**src/axi_proto_pkg.sv**
```systemverilog
// #####################################################################
// AXI4 protocol encodings
//   LenWidth  burst length field width
//   burst_e   burst type (FIXED, INCR, WRAP)
//   resp_e    response code (OKAY, EXOKAY, SLVERR, DECERR)
// #####################################################################

package axi_proto_pkg;

  localparam int LenWidth = 8;

  // AxBURST encoding
  typedef enum logic [1:0] {
    BurstFixed = 2'b00,
    BurstIncr  = 2'b01,
    BurstWrap  = 2'b10
  } burst_e;

  // xRESP encoding, numerically ordered by severity
  typedef enum logic [1:0] {
    RespOkay   = 2'b00,
    RespExokay = 2'b01,
    RespSlverr = 2'b10,
    RespDecerr = 2'b11
  } resp_e;

endpackage

```
**src/axi_cfg_pkg.sv**
```systemverilog
// #####################################################################
// Bus and memory sizes of the AXI cut and memory slave
//   Address, data, strobe and ID widths
//   Memory depth in words
//   Packed widths of the five channel payloads
// #####################################################################

package axi_cfg_pkg;

  localparam int AddrWidth = 16;
  localparam int DataWidth = 32;
  localparam int StrbWidth = DataWidth / 8;
  localparam int IdWidth   = 4;

  // 256 words, byte addresses 0 to 1023
  localparam int MemWords  = 256;

  // Channel payloads as packed for the spill registers
  // AW and AR: id, addr, len, burst
  localparam int AwWidth = IdWidth + AddrWidth + axi_proto_pkg::LenWidth + 2;
  // W: data, strb, last
  localparam int WWidth  = DataWidth + StrbWidth + 1;
  // B: id, resp
  localparam int BWidth  = IdWidth + 2;
  localparam int ArWidth = AwWidth;
  // R: id, data, resp, last
  localparam int RWidth  = IdWidth + DataWidth + 2 + 1;

endpackage

```
**src/axi_cut.sv**
```systemverilog
// #####################################################################
// AXI4 register cut
//   One spill register per channel (AW, W, B, AR, R)
//   Channel fields packed into one vector per register
// #####################################################################

module axi_cut #(
  parameter bit Bypass = 1'b0
) (
  input  logic                                clk_i,
  input  logic                                rst_i,
  // Slave port
  input  logic [axi_cfg_pkg::IdWidth-1:0]     s_aw_id_i,
  input  logic [axi_cfg_pkg::AddrWidth-1:0]   s_aw_addr_i,
  input  logic [axi_proto_pkg::LenWidth-1:0]  s_aw_len_i,
  input  logic [1:0]                          s_aw_burst_i,
  input  logic                                s_aw_valid_i,
  output logic                                s_aw_ready_o,
  input  logic [axi_cfg_pkg::DataWidth-1:0]   s_w_data_i,
  input  logic [axi_cfg_pkg::StrbWidth-1:0]   s_w_strb_i,
  input  logic                                s_w_last_i,
  input  logic                                s_w_valid_i,
  output logic                                s_w_ready_o,
  output logic [axi_cfg_pkg::IdWidth-1:0]     s_b_id_o,
  output logic [1:0]                          s_b_resp_o,
  output logic                                s_b_valid_o,
  input  logic                                s_b_ready_i,
  input  logic [axi_cfg_pkg::IdWidth-1:0]     s_ar_id_i,
  input  logic [axi_cfg_pkg::AddrWidth-1:0]   s_ar_addr_i,
  input  logic [axi_proto_pkg::LenWidth-1:0]  s_ar_len_i,
  input  logic [1:0]                          s_ar_burst_i,
  input  logic                                s_ar_valid_i,
  output logic                                s_ar_ready_o,
  output logic [axi_cfg_pkg::IdWidth-1:0]     s_r_id_o,
  output logic [axi_cfg_pkg::DataWidth-1:0]   s_r_data_o,
  output logic [1:0]                          s_r_resp_o,
  output logic                                s_r_last_o,
  output logic                                s_r_valid_o,
  input  logic                                s_r_ready_i,
  // Master port
  output logic [axi_cfg_pkg::IdWidth-1:0]     m_aw_id_o,
  output logic [axi_cfg_pkg::AddrWidth-1:0]   m_aw_addr_o,
  output logic [axi_proto_pkg::LenWidth-1:0]  m_aw_len_o,
  output logic [1:0]                          m_aw_burst_o,
  output logic                                m_aw_valid_o,
  input  logic                                m_aw_ready_i,
  output logic [axi_cfg_pkg::DataWidth-1:0]   m_w_data_o,
  output logic [axi_cfg_pkg::StrbWidth-1:0]   m_w_strb_o,
  output logic                                m_w_last_o,
  output logic                                m_w_valid_o,
  input  logic                                m_w_ready_i,
  input  logic [axi_cfg_pkg::IdWidth-1:0]     m_b_id_i,
  input  logic [1:0]                          m_b_resp_i,
  input  logic                                m_b_valid_i,
  output logic                                m_b_ready_o,
  output logic [axi_cfg_pkg::IdWidth-1:0]     m_ar_id_o,
  output logic [axi_cfg_pkg::AddrWidth-1:0]   m_ar_addr_o,
  output logic [axi_proto_pkg::LenWidth-1:0]  m_ar_len_o,
  output logic [1:0]                          m_ar_burst_o,
  output logic                                m_ar_valid_o,
  input  logic                                m_ar_ready_i,
  input  logic [axi_cfg_pkg::IdWidth-1:0]     m_r_id_i,
  input  logic [axi_cfg_pkg::DataWidth-1:0]   m_r_data_i,
  input  logic [1:0]                          m_r_resp_i,
  input  logic                                m_r_last_i,
  input  logic                                m_r_valid_i,
  output logic                                m_r_ready_o
);

  logic [axi_cfg_pkg::AwWidth-1:0] aw_in, aw_out;
  logic [axi_cfg_pkg::WWidth-1:0]  w_in, w_out;
  logic [axi_cfg_pkg::BWidth-1:0]  b_in, b_out;
  logic [axi_cfg_pkg::ArWidth-1:0] ar_in, ar_out;
  logic [axi_cfg_pkg::RWidth-1:0]  r_in, r_out;

  // Requests flow slave to master
  assign aw_in = {s_aw_id_i, s_aw_addr_i, s_aw_len_i, s_aw_burst_i};
  assign {m_aw_id_o, m_aw_addr_o, m_aw_len_o, m_aw_burst_o} = aw_out;
  assign w_in  = {s_w_data_i, s_w_strb_i, s_w_last_i};
  assign {m_w_data_o, m_w_strb_o, m_w_last_o} = w_out;
  assign ar_in = {s_ar_id_i, s_ar_addr_i, s_ar_len_i, s_ar_burst_i};
  assign {m_ar_id_o, m_ar_addr_o, m_ar_len_o, m_ar_burst_o} = ar_out;

  // Responses flow master to slave
  assign b_in  = {m_b_id_i, m_b_resp_i};
  assign {s_b_id_o, s_b_resp_o} = b_out;
  assign r_in  = {m_r_id_i, m_r_data_i, m_r_resp_i, m_r_last_i};
  assign {s_r_id_o, s_r_data_o, s_r_resp_o, s_r_last_o} = r_out;

  spill_register #(.Width(axi_cfg_pkg::AwWidth), .Bypass(Bypass)) u_reg_aw (
    .clk_i   (clk_i),        .rst_i   (rst_i),
    .valid_i (s_aw_valid_i), .ready_o (s_aw_ready_o), .data_i (aw_in),
    .valid_o (m_aw_valid_o), .ready_i (m_aw_ready_i), .data_o (aw_out)
  );

  spill_register #(.Width(axi_cfg_pkg::WWidth), .Bypass(Bypass)) u_reg_w (
    .clk_i   (clk_i),       .rst_i   (rst_i),
    .valid_i (s_w_valid_i), .ready_o (s_w_ready_o), .data_i (w_in),
    .valid_o (m_w_valid_o), .ready_i (m_w_ready_i), .data_o (w_out)
  );

  spill_register #(.Width(axi_cfg_pkg::BWidth), .Bypass(Bypass)) u_reg_b (
    .clk_i   (clk_i),       .rst_i   (rst_i),
    .valid_i (m_b_valid_i), .ready_o (m_b_ready_o), .data_i (b_in),
    .valid_o (s_b_valid_o), .ready_i (s_b_ready_i), .data_o (b_out)
  );

  spill_register #(.Width(axi_cfg_pkg::ArWidth), .Bypass(Bypass)) u_reg_ar (
    .clk_i   (clk_i),        .rst_i   (rst_i),
    .valid_i (s_ar_valid_i), .ready_o (s_ar_ready_o), .data_i (ar_in),
    .valid_o (m_ar_valid_o), .ready_i (m_ar_ready_i), .data_o (ar_out)
  );

  spill_register #(.Width(axi_cfg_pkg::RWidth), .Bypass(Bypass)) u_reg_r (
    .clk_i   (clk_i),       .rst_i   (rst_i),
    .valid_i (m_r_valid_i), .ready_o (m_r_ready_o), .data_i (r_in),
    .valid_o (s_r_valid_o), .ready_i (s_r_ready_i), .data_o (r_out)
  );

endmodule

```
**src/spill_register.sv**
```systemverilog
// #####################################################################
// Two-entry spill register for one valid/ready channel
//   Cuts valid, ready and data paths, one cycle of latency
//   Optional bypass turns it into plain wires
// #####################################################################

module spill_register #(
  parameter int Width  = 8,
  parameter bit Bypass = 1'b0
) (
  input  logic             clk_i,
  input  logic             rst_i,
  input  logic             valid_i,
  output logic             ready_o,
  input  logic [Width-1:0] data_i,
  output logic             valid_o,
  input  logic             ready_i,
  output logic [Width-1:0] data_o
);

  if (Bypass) begin : gen_bypass
    assign valid_o = valid_i;
    assign ready_o = ready_i;
    assign data_o  = data_i;
  end else begin : gen_spill
    logic             a_full_q;
    logic             b_full_q;
    logic [Width-1:0] a_data_q;
    logic [Width-1:0] b_data_q;
    logic             a_fill;
    logic             a_drain;
    logic             b_fill;
    logic             b_drain;

    // A takes new items, B holds the older one
    assign a_fill  = valid_i && ready_o;
    // A moves on whenever B is empty, out directly if downstream is ready
    assign a_drain = a_full_q && !b_full_q;
    assign b_fill  = a_drain && !ready_i;
    assign b_drain = b_full_q && ready_i;

    always_ff @(posedge clk_i) begin
      if (rst_i) begin
        a_full_q <= 1'b0;
        b_full_q <= 1'b0;
      end else begin
        if (a_fill || a_drain) begin
          a_full_q <= a_fill;
        end
        if (b_fill || b_drain) begin
          b_full_q <= b_fill;
        end
      end
    end

    always_ff @(posedge clk_i) begin
      if (a_fill) begin
        a_data_q <= data_i;
      end
      if (b_fill) begin
        b_data_q <= a_data_q;
      end
    end

    // Ready from own state only, so no path from ready_i
    assign ready_o = !a_full_q || !b_full_q;
    assign valid_o = a_full_q || b_full_q;
    assign data_o  = b_full_q ? b_data_q : a_data_q;

    // Stalled output holds its payload, also across the A to B move
    assert property (@(posedge clk_i) disable iff (rst_i)
      valid_o && !ready_i |=> $stable(data_o))
      else $error("spill_register: data_o changed while stalled");
  end

endmodule

```
**config.mk**
```make
export PLATFORM = sky130hd
export DESIGN_NAME = axi_cut
export DESIGN_NICKNAME = d
export VERILOG_FILES = /design/src/axi_proto_pkg.sv /design/src/axi_cfg_pkg.sv /design/src/axi_cut.sv /design/src/spill_register.sv
export SDC_FILE = /design/constraint.sdc
export NUM_CORES = 1
export LEC_CHECK = 0
export BUFFER_PORTS_ARGS = -buffer_cell sky130_fd_sc_hd__buf_2
export CAP_MARGIN = 25
export CORE_UTILIZATION = 50
export CTS_CLUSTER_SIZE = 25
export DETAILED_ROUTE_END_ITERATION = 16
export GPL_TIMING_DRIVEN = 1
export PLACE_DENSITY = 0.78
export SETUP_SLACK_MARGIN = 0.2
export SYNTH_ARGS = -nofsm -noshare
export SYNTH_HDL_FRONTEND = slang
export SYNTH_SLANG_ARGS = --single-unit
export TNS_END_PERCENT = 5
```
**constraint.sdc**
```tcl
create_clock -name clk_i -period 5.1 [get_ports clk_i]
set_input_delay 0.51 -clock clk_i [delete_from_list [all_inputs] [get_ports clk_i]]
set_output_delay 0.51 -clock clk_i [all_outputs]
set_load 0.05 [all_outputs]
```
Word-level counts from Yosys, hierarchy flattened
Index checks and enable logic that the tools add are counted.

Mux-type cells: 5. Reduce and logical (&&, ||, !) cells: 55.

Operator list (number): 2-to-1 mux 30 bit (2); 2-to-1 mux 39 bit (1); 2-to-1 mux 37 bit (1); logical AND 1 bit (20); logical OR 1 bit (20); logical NOT 1 bit (15); 2-to-1 mux 6 bit (1).

Register bits after elaboration: 294. Input port bits: 154. Output and inout bits: 152. Word-level logic and storage cells: 80.

Logic depth before layout (Yosys ltp)
Depth after elaboration: 4. Depth in mapped cells: 4. Depth with buffers taken out: 2.

By module
From an unflattened synthesis, not the netlist that was laid out.

Cells, all modules: 489. Area, all modules: 11157.0 um2.

Modules (own cells, without submodules): spill_register at u_reg_ar ... (instances 2, cells an instance 103, area an instance 2387.3 um2, sequential area each 1841.8 um2); spill_register at u_reg_r (instances 1, cells an instance 131, area an instance 3089.2 um2, sequential area each 2382.3 um2); spill_register at u_reg_w (instances 1, cells an instance 124, area an instance 2766.4 um2, sequential area each 2262.2 um2); spill_register at u_reg_b (instances 1, cells an instance 28, area an instance 526.8 um2, sequential area each 400.4 um2).

Worst setup path before layout
Ideal clock, no wire load.

Path type: register -> register. From: reg u_reg_r.gen_spill.b_full_q. To: reg u_reg_r.gen_spill.b_data_q[0] (enable). Library setup time: 492 ps. Arrival time: 3470 ps. Required time: 4608 ps. Setup slack: 1138 ps. Cell stages (with the launch flop): 4. Path buffers: 2. Clock period less this slack: 3962 ps. Cells stage by stage: dfxtp_1 -> buf_6 -> buf_8 -> nor3b_1.

Cells in the longest elaborated chain, start to end: 3.

Ends and longest elaborated chain: from (decl) (line spill_register.sv:27) `logic b_full_q;`; from (signal assigned) (line spill_register.sv:51) `b_full_q <= b_fill;`; logical NOT 1 bit (line spill_register.sv:38) `assign a_drain = a_full_q && !b_full_q;`; logical AND 1 bit (line spill_register.sv:38); logical AND 1 bit (line spill_register.sv:39) `assign b_fill = a_drain && !ready_i;`; via u_reg_r.gen_spill.b_fill (line spill_register.sv:32) `logic b_fill;`; to (signal assigned) (line spill_register.sv:61) `b_data_q <= a_data_q;`; to (decl) (line spill_register.sv:29) `logic [Width-1:0] b_data_q;`.

The timed path passes the listed nets, and every way through them passes these cells. A chain may end at the register's enable or synchronous reset.

Worst setup path in the final report
From: reg u_reg_r.gen_spill.b_full_q. To: out s_r_data_o[29] (netlist bit).

Cells in the longest elaborated chain, start to end: 1.

Ends and longest elaborated chain: 2-to-1 mux 39 bit (line spill_register.sv:68) `assign data_o = b_full_q ? b_data_q : a_data_q;`; to (decl) (line axi_cut.sv:35) `output logic [axi_cfg_pkg::DataWidth-1:0] s_r_data_o,`.

No other way between the ends.

==> impl_metrics.ini <==
[outcome]
status = finished, violations left
violations = DRC

[global_routing]
grt_pass1_vias = 5561
grt_start_max_net_pins = 42
grt_util_all_layers = 0.176
grt_pass1_wl_microns = 30400
grt_overflow = 0
antenna_found_initial = 1

[clock_tree]
path_clk_slew_ns = 0.06
cts_resized = 0
numClockSinks = 294
cts_tree = done
post_cts_buffers = 0
ctsHoldBuffers = 0
root_buffer = clkbuf_16
clk_latency_ns = 0.54
cts_inserted_buffers = 31
htree_levels = 1
cts_buffer_depth = 3

[die]
dieWidth_microns = 151
die_h_microns = 151
dieArea_sq_mm = 0.0228
pin_count = 306
fp.coreArea_sq_mm = 0.0218
row_count = 54
start_util = 0.509

[power_and_ir_drop]
p_leak_nw = 5.41
p_sw_frac = 0.234
power_frac_seq = 0.503
power_frac_comb = 0.111
p_per_area_mw_per_mm2 = 406
p_int_mw = 4.31
p_clk_frac = 0.386
netSwitchingPower_mw = 1.32
ir_worst_vdd_mv = 0.387

[routing]
ant_nets = 0
wl_per_cell_microns = 18.7
num_vias = 5564
viasPerCell = 4.96
wirelength_microns = 21000
drtPass1Iterations = 12
drt_iter0_drc = 237
drc = 1

[flow_run]
drv_cap = 0

[cells_and_area]
synthToLayoutAreaGrowth_pct = 24.9
nets = 973
fillers = 1511
drive_gt1_frac = 0.608
final_core_util = 0.636
postLayoutCellArea_sq_mm = 0.0139
n_antenna_cell = 0
layoutNonFillerInstCount = 1122

[timing]
fin_skew_ns = 0.00994
post-route-period-util = 0.560
fin_crit_ns = 2.85
relSlewSlack = 0.304
hold_viol = 0
setup_viol = 0
rsz0062_at_grt = false
max_freq_mhz = 350
fin_setup_tns_ns = 0
tightest_slew_ns = 1.04
slew_violations = 0

[logic_synthesis]
syn_area_per_cell_sq_um = 22.7
ys_seq_area_frac = 0.786
synth_cells = 490
netlist_area_sq_mm = 0.0111
syn_nets = 644
ys_types = 17
synth.yosys.warnings = 0
ys_ff_latch = 294

[placed_design]
portBuffers = 305
dp_hpwl_microns = 14600
dpl-instance-area_sq_mm = 0.0128
place.gp.congestion = 0.760
placed_cells = 1065

[setup_path]
worstSetupPathType = flip-flop to output pin
rr_worst_depth = 3
required_ns = 4.59
cp_max_fo = 24
worst_ep_arrival_time_ns = 2.34
rr_endpoint = u_reg_r.gen_spill.b_data_q[26]
crit_start = u_reg_r.gen_spill.b_full_q
critPathCaptureType = output pin
startpoint_type = flip-flop
r2r-start = u_reg_r.gen_spill.b_full_q
r2r_slack_ns = 2.81

[worst_hold_path]
min_to = u_reg_w.gen_spill.a_data_q[21]
hold_depth = 1
hold_start = s_w_data_i[16]
hold_path.class = input pin to flip-flop
[worst max path at each step]
stage	to	depth (start not counted)
after global routing	s_r_data_o[29]	3
after floorplan	u_reg_r.gen_spill.b_data_q[0]	3
after CTS	s_r_data_o[29]	3
final	s_r_data_o[29]	3
after detailed placement	s_r_id_o[0]	3
after global placement	s_r_data_o[29]	3
[registers in the layout, summed over array words and instances (netlist names), 6 cells and up]
name	count
u_reg_r.gen_spill.a_data_q	39
u_reg_r.gen_spill.b_data_q	39
u_reg_w.gen_spill.a_data_q	37
u_reg_w.gen_spill.b_data_q	37
u_reg_ar.gen_spill.a_data_q	30
u_reg_ar.gen_spill.b_data_q	30
u_reg_aw.gen_spill.a_data_q	30
u_reg_aw.gen_spill.b_data_q	30
u_reg_b.gen_spill.a_data_q	6
u_reg_b.gen_spill.b_data_q	6
[synth_stat cells]
master    number  area [sq um]
a21oi_1        5          25.0
and2_1         5          31.3
buf_12         3          60.1
buf_4          1          7.51
buf_6         13           146
buf_8          1          15.0
clkbuf_1       1          3.75
dfxtp_1       10           200
edfxtp_1     284          8530
mux2_2        51           574
mux2_4        91          1370
nand2_1        4          15.0
nand2_2        1          6.26
nor2_1         5          18.8
nor3b_1       10          75.1
or2_1          2          12.5
or2_2          3          18.8
[critical path, stage by stage, from the launching register on]
cell and delay, ns:
dfxtp_2 0.71, buf_4 0.49, mux2_2 0.39, buf_2 0.21
[cell usage in the layout (no fill, tap or decap), types with 5 or more instances in the layout]
master | synthesis | final
clkbuf_8 | 0 | 8
nor3b_1 | 10 | 6
dfxtp_1 | 10 | 6
a21oi_1 | 5 | 5
mux2_4 | 91 | 91
edfxtp_1 | 284 | 284
buf_2 | 0 | 305
buf_4 | 1 | 9
clkbuf_16 | 0 | 31
mux2_2 | 51 | 51
clkbuf_1 | 1 | 13
nor2_1 | 5 | 5
[per-stage QoR]
| step | power [mW] | hold WS (ns) | setup WS (ns) |
|---|---|---|---|
| after floorplan | 3.34 | 0.422 | 1.14 |
| after global placement | 3.49 | 0.423 | 2.81 |
| after detailed placement | 3.51 | 0.430 | 2.79 |
| after CTS | 5.69 | 0.118 | 2.21 |
| after global routing | 5.81 | 0.117 | 2.14 |
| final | 5.63 | 0.145 | 2.25 |
[power by group through the flow]
stage	combinational (mW)	sequential (mW)	clock (mW)
floorplan	0.486	2.85	0
global placement	0.615	2.88	0
detailed placement	0.621	2.89	0
CTS	0.624	2.84	2.23
global route	0.654	2.84	2.31
finish	0.623	2.83	2.17
[routing by layer]
metal  vias to the layer above  share of wire  global-route usage
li1                       2591              -                   -
met1                      2661           0.41               0.229
met2                       274           0.48               0.290
met3                        36          0.093              0.0491
met4                         2          0.018              0.0460
met5                         -        0.00048                   0
[layout make-up]
class | count | area [sq um] | share of cell area
Sequential cell | 294 | 8730 | 0.630
Timing Repair Buffer | 315 | 1610 | 0.116
Multi-Input combinational cell | 177 | 2160 | 0.156
Clock inverter | 4 | 72.6 | 0.00523
Clock buffer | 52 | 935 | 0.0674
Tap cell | 280 | 350 | 0.0253
[cell families after synthesis]
group	share of synthesized area
AO/OA/AOI/OAI	0.00225
buffers and inverters	0.0210
flip-flops	0.786
multiplexers	0.175
AND/OR/NAND/NOR	0.0160
No activity file was read; power rests on OpenSTA's default activity.
